### src/common/min_trig_pkg.sv
`default_nettype none

package min_trig_pkg;

    // Stream widths
    localparam int S_AXIS_TDATA_WIDTH = 128;
    localparam int M_AXIS_TDATA_WIDTH = 64;

    // ADC lane layout, 12-bit samples in 16-bit lanes
    localparam int LANES = 8;
    localparam int LANE_WIDTH = 16;
    localparam int ADC_RESOLUTION_WIDTH = 12;
    localparam int ADC_FULL_SCALE = 1 << ADC_RESOLUTION_WIDTH;

    // Trigger level offset below baseline
    localparam int THRESHOLD_PCT = 10;
    localparam int THRESHOLD_COUNTS = THRESHOLD_PCT * ADC_FULL_SCALE / 100;

    // Baseline averaging over 16 beats of 8 lanes
    localparam int BASELINE_CALC_LEN = 16;
    localparam int BL_CNT_WIDTH = $clog2(BASELINE_CALC_LEN);
    localparam int BL_SHIFT = $clog2(BASELINE_CALC_LEN * LANES);
    localparam int BL_SUM_WIDTH = ADC_RESOLUTION_WIDTH + BL_SHIFT;

    // Record layout
    localparam int PRE_ACQUI_LEN = 4;
    localparam int POST_ACQUI_LEN = 3;
    localparam int ACQUI_LEN = PRE_ACQUI_LEN + 1 + POST_ACQUI_LEN;
    localparam int DLY_LEN = PRE_ACQUI_LEN + 1;
    localparam int WIN_CNT_WIDTH = $clog2(ACQUI_LEN + 1);

    localparam int TIME_STAMP_WIDTH = 16;

    // Record FIFO, depth must be a power of two
    localparam int FIFO_DEPTH = 32;
    localparam int FIFO_PTR_WIDTH = $clog2(FIFO_DEPTH);
    localparam int FIFO_CNT_WIDTH = $clog2(FIFO_DEPTH + 1);
    localparam int RDY_MIN_FREE = 2;

    typedef logic [ADC_RESOLUTION_WIDTH-1:0] adc_sample_t;
    typedef logic [TIME_STAMP_WIDTH-1:0]     time_stamp_t;
    typedef logic [S_AXIS_TDATA_WIDTH-1:0]   beat_t;
    typedef logic [M_AXIS_TDATA_WIDTH-1:0]   word_t;

    typedef enum logic {
        EXEC_INIT,
        EXEC_TRG
    } exec_state_t;

    // Header entries carry the timestamp in the low payload bits
    typedef struct packed {
        logic  first;
        logic  last;
        beat_t payload;
    } acq_entry_t;

endpackage

`default_nettype wire

### src/logic/baseline_calc.sv
`timescale 1ns/10ps
`default_nettype none

module baseline_calc import min_trig_pkg::*;
(
    input  wire         AXIS_ACLK,
    input  wire         AXIS_ARESETN,
    input  exec_state_t exec_state,
    input  logic        accept,
    input  beat_t       s_axis_tdata,
    output adc_sample_t base_line,
    output logic        bl_calc_comp
);

    logic [BL_CNT_WIDTH-1:0] bl_cnt;
    logic [BL_SUM_WIDTH-1:0] acc;
    logic [BL_SUM_WIDTH-1:0] beat_sum;
    logic [BL_SUM_WIDTH-1:0] total;

    // Sum of the eight lane samples of the current beat
    always_comb
    begin
        beat_sum = '0;
        for (int i = 0; i < LANES; i++)
        begin
            beat_sum = beat_sum
                + BL_SUM_WIDTH'(s_axis_tdata[i*LANE_WIDTH +: ADC_RESOLUTION_WIDTH]);
        end
    end

    assign total = acc + beat_sum;

    always_ff @(posedge AXIS_ACLK)
    begin
        if (!AXIS_ARESETN)
        begin
            bl_cnt       <= '0;
            acc          <= '0;
            bl_calc_comp <= 1'b0;
        end
        else if (accept && exec_state == EXEC_INIT)
        begin
            acc    <= total;
            bl_cnt <= bl_cnt + 1'b1;
            if (bl_cnt == BL_CNT_WIDTH'(BASELINE_CALC_LEN - 1))
            begin
                bl_calc_comp <= 1'b1;
            end
        end
    end

    // Floor of the mean, taken on the last averaged beat
    always_ff @(posedge AXIS_ACLK)
    begin
        if (accept && exec_state == EXEC_INIT
            && bl_cnt == BL_CNT_WIDTH'(BASELINE_CALC_LEN - 1))
        begin
            base_line <= total[BL_SHIFT +: ADC_RESOLUTION_WIDTH];
        end
    end

    a_base_line_frozen: assert property (
        @(posedge AXIS_ACLK) disable iff (!AXIS_ARESETN)
        (bl_calc_comp && $past(bl_calc_comp)) |-> $stable(base_line)
    );

endmodule

`default_nettype wire

### src/trigger/min_trigger_detect.sv
`timescale 1ns/10ps
`default_nettype none

module min_trigger_detect import min_trig_pkg::*;
(
    input  wire         AXIS_ACLK,
    input  wire         AXIS_ARESETN,
    input  exec_state_t exec_state,
    input  logic        accept,
    input  beat_t       s_axis_tdata,
    input  adc_sample_t base_line,
    output beat_t       win_beat,
    output logic        win_valid,
    output logic        win_first,
    output logic        win_last,
    output time_stamp_t time_stamp
);

    logic [ADC_RESOLUTION_WIDTH:0] thr_ext;
    logic [ADC_RESOLUTION_WIDTH:0] trig_ref;
    logic [LANES-1:0]              lane_hit;
    logic                          trig;
    logic                          win_open;
    logic [WIN_CNT_WIDTH-1:0]      win_cnt;
    time_stamp_t                   beat_cnt;
    beat_t                         dly [DLY_LEN];

    assign thr_ext  = (ADC_RESOLUTION_WIDTH + 1)'(THRESHOLD_COUNTS);
    assign trig_ref = {1'b0, base_line};

    // sample < base_line - threshold, rearranged so it cannot underflow
    for (genvar i = 0; i < LANES; i++)
    begin : g_lane
        assign lane_hit[i] =
            ({1'b0, s_axis_tdata[i*LANE_WIDTH +: ADC_RESOLUTION_WIDTH]} + thr_ext) < trig_ref;
    end

    // A window counts the trigger beat and the next 7 accepted beats,
    // so the beat after the last one may start a new record
    assign win_open = (win_cnt != '0) && (win_cnt != WIN_CNT_WIDTH'(ACQUI_LEN));
    assign trig     = (exec_state == EXEC_TRG) && (|lane_hit) && !win_open;

    always_ff @(posedge AXIS_ACLK)
    begin
        if (accept)
        begin
            dly[0] <= s_axis_tdata;
            for (int k = 1; k < DLY_LEN; k++)
            begin
                dly[k] <= dly[k-1];
            end
        end
        if (accept && trig)
        begin
            time_stamp <= beat_cnt;
        end
    end

    // Oldest stage holds the beat presented to the writer
    assign win_beat = dly[DLY_LEN-1];

    always_ff @(posedge AXIS_ACLK)
    begin
        if (!AXIS_ARESETN)
        begin
            win_cnt   <= '0;
            beat_cnt  <= '0;
            win_valid <= 1'b0;
            win_first <= 1'b0;
            win_last  <= 1'b0;
        end
        else
        begin
            win_valid <= 1'b0;
            win_first <= 1'b0;
            win_last  <= 1'b0;
            if (exec_state == EXEC_INIT)
            begin
                beat_cnt <= '0;
                win_cnt  <= '0;
            end
            else if (accept)
            begin
                beat_cnt <= beat_cnt + 1'b1;
                if (trig)
                begin
                    win_cnt   <= WIN_CNT_WIDTH'(1);
                    win_valid <= 1'b1;
                    win_first <= 1'b1;
                end
                else if (win_open)
                begin
                    win_cnt   <= win_cnt + 1'b1;
                    win_valid <= 1'b1;
                    win_last  <= (win_cnt == WIN_CNT_WIDTH'(ACQUI_LEN - 1));
                end
                else
                begin
                    win_cnt <= '0;
                end
            end
        end
    end

    a_win_flags: assert property (
        @(posedge AXIS_ACLK) disable iff (!AXIS_ARESETN)
        (win_first || win_last) |-> win_valid
    );

endmodule

`default_nettype wire

### src/acquisition/acq_writer.sv
`timescale 1ns/10ps
`default_nettype none

module acq_writer import min_trig_pkg::*;
(
    input  wire                       AXIS_ACLK,
    input  wire                       AXIS_ARESETN,
    input  beat_t                     win_beat,
    input  logic                      win_valid,
    input  logic                      win_first,
    input  logic                      win_last,
    input  time_stamp_t               time_stamp,
    input  logic [FIFO_CNT_WIDTH-1:0] fifo_free,
    output logic                      s_axis_tready,
    output logic                      wr_en,
    output acq_entry_t                wr_entry
);

    logic                      hdr_stall;
    logic                      hdr_pend;
    logic                      run_q;
    logic [FIFO_CNT_WIDTH-1:0] min_free;

    // Header goes in while the first beat waits in the delay line
    assign hdr_stall = win_valid && win_first;

    always_comb
    begin
        wr_en            = 1'b0;
        wr_entry.first   = 1'b0;
        wr_entry.last    = 1'b0;
        wr_entry.payload = win_beat;
        if (hdr_stall)
        begin
            wr_en            = 1'b1;
            wr_entry.first   = 1'b1;
            wr_entry.payload = beat_t'(time_stamp);
        end
        else if (hdr_pend)
        begin
            // First record beat, never the last one
            wr_en = 1'b1;
        end
        else if (win_valid)
        begin
            wr_en         = 1'b1;
            wr_entry.last = win_last;
        end
    end

    always_ff @(posedge AXIS_ACLK)
    begin
        if (!AXIS_ARESETN)
        begin
            hdr_pend <= 1'b0;
            run_q    <= 1'b0;
        end
        else
        begin
            hdr_pend <= hdr_stall;
            run_q    <= 1'b1;
        end
    end

    // Free space must cover this cycle's write plus a header and its beat
    assign min_free = FIFO_CNT_WIDTH'(RDY_MIN_FREE) + FIFO_CNT_WIDTH'(wr_en);

    assign s_axis_tready = run_q && !hdr_stall && (fifo_free >= min_free);

    // Detector only strobes after an accept, and the stall blocks that
    a_pend_quiet: assert property (
        @(posedge AXIS_ACLK) disable iff (!AXIS_ARESETN)
        hdr_pend |-> !win_valid
    );

endmodule

`default_nettype wire

### src/acquisition/acq_fifo.sv
`timescale 1ns/10ps
`default_nettype none

module acq_fifo import min_trig_pkg::*;
(
    input  wire                       AXIS_ACLK,
    input  wire                       AXIS_ARESETN,
    input  logic                      wr_en,
    input  acq_entry_t                wr_entry,
    input  logic                      rd_en,
    output acq_entry_t                rd_entry,
    output logic                      empty,
    output logic [FIFO_CNT_WIDTH-1:0] fifo_free,
    output logic                      fifo_full
);

    acq_entry_t                mem [FIFO_DEPTH];
    logic [FIFO_PTR_WIDTH-1:0] wr_ptr;
    logic [FIFO_PTR_WIDTH-1:0] rd_ptr;
    logic [FIFO_CNT_WIDTH-1:0] count;

    always_ff @(posedge AXIS_ACLK)
    begin
        if (wr_en)
        begin
            mem[wr_ptr] <= wr_entry;
        end
    end

    // Pointers wrap on their own
    always_ff @(posedge AXIS_ACLK)
    begin
        if (!AXIS_ARESETN)
        begin
            wr_ptr <= '0;
            rd_ptr <= '0;
            count  <= '0;
        end
        else
        begin
            if (wr_en)
            begin
                wr_ptr <= wr_ptr + 1'b1;
            end
            if (rd_en)
            begin
                rd_ptr <= rd_ptr + 1'b1;
            end
            count <= count + FIFO_CNT_WIDTH'(wr_en) - FIFO_CNT_WIDTH'(rd_en);
        end
    end

    // Head entry visible without a read cycle
    assign rd_entry  = mem[rd_ptr];
    assign empty     = (count == '0);
    assign fifo_full = (count == FIFO_CNT_WIDTH'(FIFO_DEPTH));
    assign fifo_free = FIFO_CNT_WIDTH'(FIFO_DEPTH) - count;

    a_no_overflow: assert property (
        @(posedge AXIS_ACLK) disable iff (!AXIS_ARESETN)
        wr_en |-> !fifo_full
    );

    a_no_underflow: assert property (
        @(posedge AXIS_ACLK) disable iff (!AXIS_ARESETN)
        rd_en |-> !empty
    );

endmodule

`default_nettype wire

### src/acquisition/m_axis_packer.sv
`timescale 1ns/10ps
`default_nettype none

module m_axis_packer import min_trig_pkg::*;
(
    input  wire        AXIS_ACLK,
    input  wire        AXIS_ARESETN,
    input  acq_entry_t rd_entry,
    input  logic       empty,
    output logic       rd_en,
    output word_t      m_axis_tdata,
    output logic       m_axis_tvalid,
    output logic       m_axis_tlast,
    output logic       m_axis_tuser,
    input  logic       m_axis_tready
);

    logic half_q;
    logic load;

    // Output register free or draining this cycle
    assign load = !m_axis_tvalid || m_axis_tready;

    // Pop after a header word or the high half of a data entry
    assign rd_en = load && !empty && (rd_entry.first || half_q);

    always_ff @(posedge AXIS_ACLK)
    begin
        if (!AXIS_ARESETN)
        begin
            m_axis_tvalid <= 1'b0;
            m_axis_tlast  <= 1'b0;
            m_axis_tuser  <= 1'b0;
            half_q        <= 1'b0;
        end
        else if (load)
        begin
            m_axis_tvalid <= !empty;
            if (!empty)
            begin
                m_axis_tuser <= rd_entry.first;
                m_axis_tlast <= half_q && rd_entry.last;
                half_q       <= !rd_entry.first && !half_q;
            end
        end
    end

    // Header payload is already the zero-extended timestamp
    always_ff @(posedge AXIS_ACLK)
    begin
        if (load && !empty)
        begin
            if (half_q)
            begin
                m_axis_tdata <= rd_entry.payload[S_AXIS_TDATA_WIDTH-1 -: M_AXIS_TDATA_WIDTH];
            end
            else
            begin
                m_axis_tdata <= rd_entry.payload[M_AXIS_TDATA_WIDTH-1:0];
            end
        end
    end

endmodule

`default_nettype wire

### src/logic/minimum_trigger.sv
`timescale 1ns/10ps
`default_nettype none

module minimum_trigger import min_trig_pkg::*;
(
    input  wire   AXIS_ACLK,
    input  wire   AXIS_ARESETN,

    // ADC sample stream
    input  beat_t s_axis_tdata,
    input  logic  s_axis_tvalid,
    output logic  s_axis_tready,

    // Record stream
    output word_t m_axis_tdata,
    output logic  m_axis_tvalid,
    output logic  m_axis_tlast,
    output logic  m_axis_tuser,
    input  logic  m_axis_tready,

    output logic  fifo_full
);

    logic                      accept;
    exec_state_t               exec_state;
    adc_sample_t               base_line;
    logic                      bl_calc_comp;
    beat_t                     win_beat;
    logic                      win_valid;
    logic                      win_first;
    logic                      win_last;
    time_stamp_t               time_stamp;
    logic [FIFO_CNT_WIDTH-1:0] fifo_free;
    logic                      wr_en;
    acq_entry_t                wr_entry;
    logic                      rd_en;
    acq_entry_t                rd_entry;
    logic                      empty;

    assign accept = s_axis_tvalid && s_axis_tready;

    // Armed as soon as the baseline is known
    assign exec_state = bl_calc_comp ? EXEC_TRG : EXEC_INIT;

    baseline_calc u_baseline_calc (
        .AXIS_ACLK    (AXIS_ACLK),
        .AXIS_ARESETN (AXIS_ARESETN),
        .exec_state   (exec_state),
        .accept       (accept),
        .s_axis_tdata (s_axis_tdata),
        .base_line    (base_line),
        .bl_calc_comp (bl_calc_comp)
    );

    min_trigger_detect u_min_trigger_detect (
        .AXIS_ACLK    (AXIS_ACLK),
        .AXIS_ARESETN (AXIS_ARESETN),
        .exec_state   (exec_state),
        .accept       (accept),
        .s_axis_tdata (s_axis_tdata),
        .base_line    (base_line),
        .win_beat     (win_beat),
        .win_valid    (win_valid),
        .win_first    (win_first),
        .win_last     (win_last),
        .time_stamp   (time_stamp)
    );

    acq_writer u_acq_writer (
        .AXIS_ACLK     (AXIS_ACLK),
        .AXIS_ARESETN  (AXIS_ARESETN),
        .win_beat      (win_beat),
        .win_valid     (win_valid),
        .win_first     (win_first),
        .win_last      (win_last),
        .time_stamp    (time_stamp),
        .fifo_free     (fifo_free),
        .s_axis_tready (s_axis_tready),
        .wr_en         (wr_en),
        .wr_entry      (wr_entry)
    );

    acq_fifo u_acq_fifo (
        .AXIS_ACLK    (AXIS_ACLK),
        .AXIS_ARESETN (AXIS_ARESETN),
        .wr_en        (wr_en),
        .wr_entry     (wr_entry),
        .rd_en        (rd_en),
        .rd_entry     (rd_entry),
        .empty        (empty),
        .fifo_free    (fifo_free),
        .fifo_full    (fifo_full)
    );

    m_axis_packer u_m_axis_packer (
        .AXIS_ACLK     (AXIS_ACLK),
        .AXIS_ARESETN  (AXIS_ARESETN),
        .rd_entry      (rd_entry),
        .empty         (empty),
        .rd_en         (rd_en),
        .m_axis_tdata  (m_axis_tdata),
        .m_axis_tvalid (m_axis_tvalid),
        .m_axis_tlast  (m_axis_tlast),
        .m_axis_tuser  (m_axis_tuser),
        .m_axis_tready (m_axis_tready)
    );

endmodule

`default_nettype wire

### config.mk
export PLATFORM = sky130hd
export DESIGN_NAME = minimum_trigger
export DESIGN_NICKNAME = d
export VERILOG_FILES = /design/src/common/min_trig_pkg.sv /design/src/logic/baseline_calc.sv /design/src/trigger/min_trigger_detect.sv /design/src/acquisition/acq_writer.sv /design/src/acquisition/acq_fifo.sv /design/src/acquisition/m_axis_packer.sv /design/src/logic/minimum_trigger.sv
export SDC_FILE = /design/constraint.sdc
export NUM_CORES = 2
export LEC_CHECK = 0
export ABC_CLOCK_PERIOD_IN_PS = 23700
export BUFFER_PORTS_ARGS = -buffer_cell sky130_fd_sc_hd__buf_2
export CAP_MARGIN = 20
export CORE_AREA = 2 2 719 900
export DETAILED_ROUTE_END_ITERATION = 12
export DIE_AREA = 0 0 721 902
export GPL_ROUTABILITY_DRIVEN = 0
export HOLD_SLACK_MARGIN = 0.03
export MAX_ROUTING_LAYER = met4
export RECOVER_POWER = 25
export SYNTH_ARGS = -nofsm -noshare
export SYNTH_HDL_FRONTEND = slang
export SYNTH_HIERARCHICAL = 1
export SYNTH_MEMORY_MAX_BITS = 65536
export SYNTH_SLANG_ARGS = --single-unit
### constraint.sdc
create_clock -name AXIS_ACLK -period 23.7 [get_ports AXIS_ACLK]
set_input_delay 1.185 -clock AXIS_ACLK [delete_from_list [all_inputs] [get_ports AXIS_ACLK]]
set_output_delay 1.185 -clock AXIS_ACLK [all_outputs]
set_load 0.1 [all_outputs]
==> summary.md <==
| Metric | Value |
|---|---|
| Status | complete, but fails checks |
| Violations in the final reports | capacitance limit, slew limit |
| GR Overflow Total | 0 |
| Clk root buf | clkbuf_16 |
| Area added between synthesis and finish | 13.6% |
| Clk Latency, worst-skew pair | 1.06 ns |
| Routed WL | 540000 um |
| H-tree depth | 5 |
| Post-CTS Setup Inserts | 0 |
| CTS Sinks | 4966 |
| DP Area | 202000 um2 |
| Via count | 95700 |
| Clock tree buffer depth | 4 |
| Actual slew at the worst max-slew pin | 3.92 ns |
| Detailed Routing Iterations Pass 1 | 5 |
| Number of synthesis warnings | 6 |
| Slew margin rel. | -1.61 |
| Final Hold Vio Count | 0 |
| Final worst-path cycle share | 0.323 |
| Asr flop ratio synth | 0 |
| Fin crit period | 7.66 ns |
| Worst Setup Path Type | register to register |
| Final #Nets | 10200 |
| Post-Syn Nets | 9932 |
| FMAX | 0.131 GHz |
| Slew Limit Fails | 531 |
| DR WL/cell | 28.8 um |
| Post-Route Setup TNS | 0 ns |
| Total core area | 641000 um2 |
| Post-CTS sizing | 0 |
| I/O Buffers | 200 |
| Hold path startpoint | s_axis_tdata[108] |
| Number of global-route vias before repair | 94800 |
| Max_cap viols | 20 |
| Ys flop type | edfxtp_1 |
| Mapped Area | 192000 um2 |
| Final Setup Violations | 0 |
| Peak VDD IR | 0.000128 V |
| Register area share after synthesis | 0.773 |
| RSZ-0062 raised after global routing | no |
| Largest net degree at the start of global routing | 124 |
| Min-delay worst type | primary input to register |
| Post-DP HPWL | 283000 um |
| Hold buffers post-CTS | 0 |
| Post-synth cell types | 76 |
| Die H | 902 um |
| IO Pins | 201 |
| First-pass GRT wire length | 747000 um |
| Clock transition at the registers of the reported paths | 0.07 ns |
| Synth Instances | 9577 |
| TritonCTS clock tree | yes |
| LEAKAGE | 65.1 nW |
| #FFs+latches synth | 4966 |
| Initial Util | 0.299 |
| Iter 0 DRT Violations | 11200 |
| Worst path required time | 24.27 ns |
| Crit path from | u_min_trigger_detect/win_valid |
| Die ar. | 650000 um2 |
| Num CTS Buffers | 456 |
| Final instance area | 218000 um2 |
| Mean area per synthesized cell | 20.0 um2 |
| Crit-path max FO | 63 |
| Pwr Density | 99.3 nW/um2 |
| Site row count | 329 |
| CP Capture Type | register |
| Layout cell share with drive strength beyond 1 | 0.158 |
| Initial antenna violation count | 28 |
| Critical R2R Launch | u_min_trigger_detect/win_valid |
| Fillcell total | 59800 |
| Total Routing Usage GR | 0.165 |
| Clk_skew | 0.131 ns |
| Post-synth EDFFs | 4892 |
| Startpoint types | register |
| CP Data Arrival Time | 8.23 ns |
| Residual DRC | 0 |
| Die Wd | 721 um |
| Via density | 5.12 |
| Remaining antenna violation count | 0 |
[stage by stage]
stage	setup slack, ns	utilization	cells	hold slack [ns]	power, mW
2_1_floorplan	4.10	-	9577	0.400	13.1
3_3_place_gp	16.17	0.316	17800	0.401	14.2
3_5_place_dp	16.17	0.316	17800	0.405	14.3
4_1_cts	16.19	0.340	18700	0.212	21.8
5_1_grt	15.48	0.340	18700	0.256	22.4
6_report	16.04	0.340	18700	0.306	21.6
[power breakdown]
group | total, mW | internal (mW) | switching (mW) | leakage [nW]
Combinational | 3.71 | 1.21 | 2.50 | 12.8
Sequential | 10.3 | 10.1 | 0.249 | 44.8
Clock | 7.60 | 4.31 | 3.29 | 7.50
[worst paths after layout]
path,end,slack [ns],cells past startpoint
setup reg to reg,u_min_trigger_detect/dly[0][466],16.04,8
hold reg to reg,u_min_trigger_detect/dly[0][538],0.32,0
setup / recovery,u_min_trigger_detect/dly[0][466],16.04,8
hold / removal,u_min_trigger_detect/dly[0][108],0.31,1
[registers in the layout (all words and copies together) (netlist names), 4 cells and up, named ones only]
| name | cells |
|---|---|
| u_acq_fifo/count | 6 |
| u_acq_fifo/mem | 4160 |
| u_acq_fifo/rd_ptr | 5 |
| u_acq_fifo/wr_ptr | 5 |
| u_baseline_calc/acc | 19 |
| u_baseline_calc/base_line | 12 |
| u_baseline_calc/bl_cnt | 4 |
| u_m_axis_packer/m_axis_tdata | 64 |
| u_min_trigger_detect/beat_cnt | 16 |
| u_min_trigger_detect/dly | 640 |
| u_min_trigger_detect/time_stamp | 16 |
| u_min_trigger_detect/win_cnt | 4 |
[cell type report]
| cell class | count | area [um2] | share of cell area |
|---|---|---|---|
| inverters | 156 | 591 | 0.00271 |
| clock inverters | 302 | 3430 | 0.0158 |
| well taps | 8440 | 10600 | 0.0485 |
| flip-flops and latches | 4966 | 148000 | 0.681 |
| clock buffers | 545 | 12000 | 0.0551 |
| repair buffers | 428 | 3020 | 0.0139 |
| diodes | 32 | 80.1 | 0.000367 |
| multi-input cells | 3847 | 39800 | 0.183 |
[synth_stat cells, drive strengths merged (7+ instances only)]
cell	n	area share
a211o	8	0.00037
a211oi	16	0.00078
a21boi	10	0.00039
a21o	16	0.00063
a21oi	58	0.0015
a22oi	781	0.031
a31oi	8	0.00034
and2	137	0.0045
and3	19	0.00062
buf	453	0.015
clkbuf	155	0.0030
dfxtp	74	0.0077
edfxtp	4892	0.77
fa	84	0.0088
ha	139	0.0091
inv	156	0.0031
mux2	80	0.0049
mux2i	1052	0.055
mux4	520	0.061
nand2	100	0.0020
nand2b	11	0.00036
nand3	306	0.0080
nand4	141	0.0046
nor2	92	0.0018
nor2b	17	0.00055
nor3	7	0.00018
nor3b	10	0.00039
o211ai	13	0.00059
o21a	10	0.00039
o21ai	37	0.0010
xnor2	58	0.0026
xor2	62	0.0028
[logic make-up (layout without fill, tap and decap cells)]
group,Yosys count,after routing,share of synthesized area
XOR/XNOR,120,120,0.00548
buffers and inverters,764,1431,0.0207
AO/OA/AOI/OAI,984,984,0.0379
AND/OR/NAND/NOR,868,868,0.0242
multiplexers,1652,1652,0.121
adder cells (fa/ha/maj),223,223,0.0178
flip-flops,4966,4966,0.773
other,0,32,0
[cells in the final DEF (no fill, tap or decap), drive strengths merged, types with 58 or more instances in the layout]
| master | netlist | routed |
|---|---|---|
| clkbuf | 155 | 681 |
| xor2 | 62 | 62 |
| fa | 84 | 84 |
| dfxtp | 74 | 74 |
| mux2 | 80 | 80 |
| nand3 | 306 | 306 |
| buf | 453 | 292 |
| a21oi | 58 | 58 |
| bufinv | 0 | 63 |
| inv | 156 | 167 |
| nand2 | 100 | 100 |
| mux2i | 1052 | 1052 |
| ha | 139 | 139 |
| nor2 | 92 | 92 |
| mux4 | 520 | 520 |
| nand4 | 141 | 141 |
| edfxtp | 4892 | 4892 |
| and2 | 137 | 137 |
| xnor2 | 58 | 58 |
| a22oi | 781 | 781 |
| clkinv | 0 | 205 |
[routing by layer]
| metal | vias up | global-route usage | part of all wire |
|---|---|---|---|
| li1 | 39500 | - | - |
| met1 | 51600 | 0.214 | 0.41 |
| met2 | 3898 | 0.278 | 0.50 |
| met3 | 719 | 0.0196 | 0.068 |
| met4 | 0 | 0.0384 | 0.024 |
| met5 | - | - | 0 |
[critical path: stages, from the launching register on]
cell and delay (ns):
dfxtp_1 0.33, nand2_1 2.77, nand2_1 0.15, a21oi_1 0.31
and2_4 0.71, buf_4 0.57, buf_4 0.61, buf_4 0.82
buf_4 0.81
No activity file was read; power rests on OpenSTA's default activity.
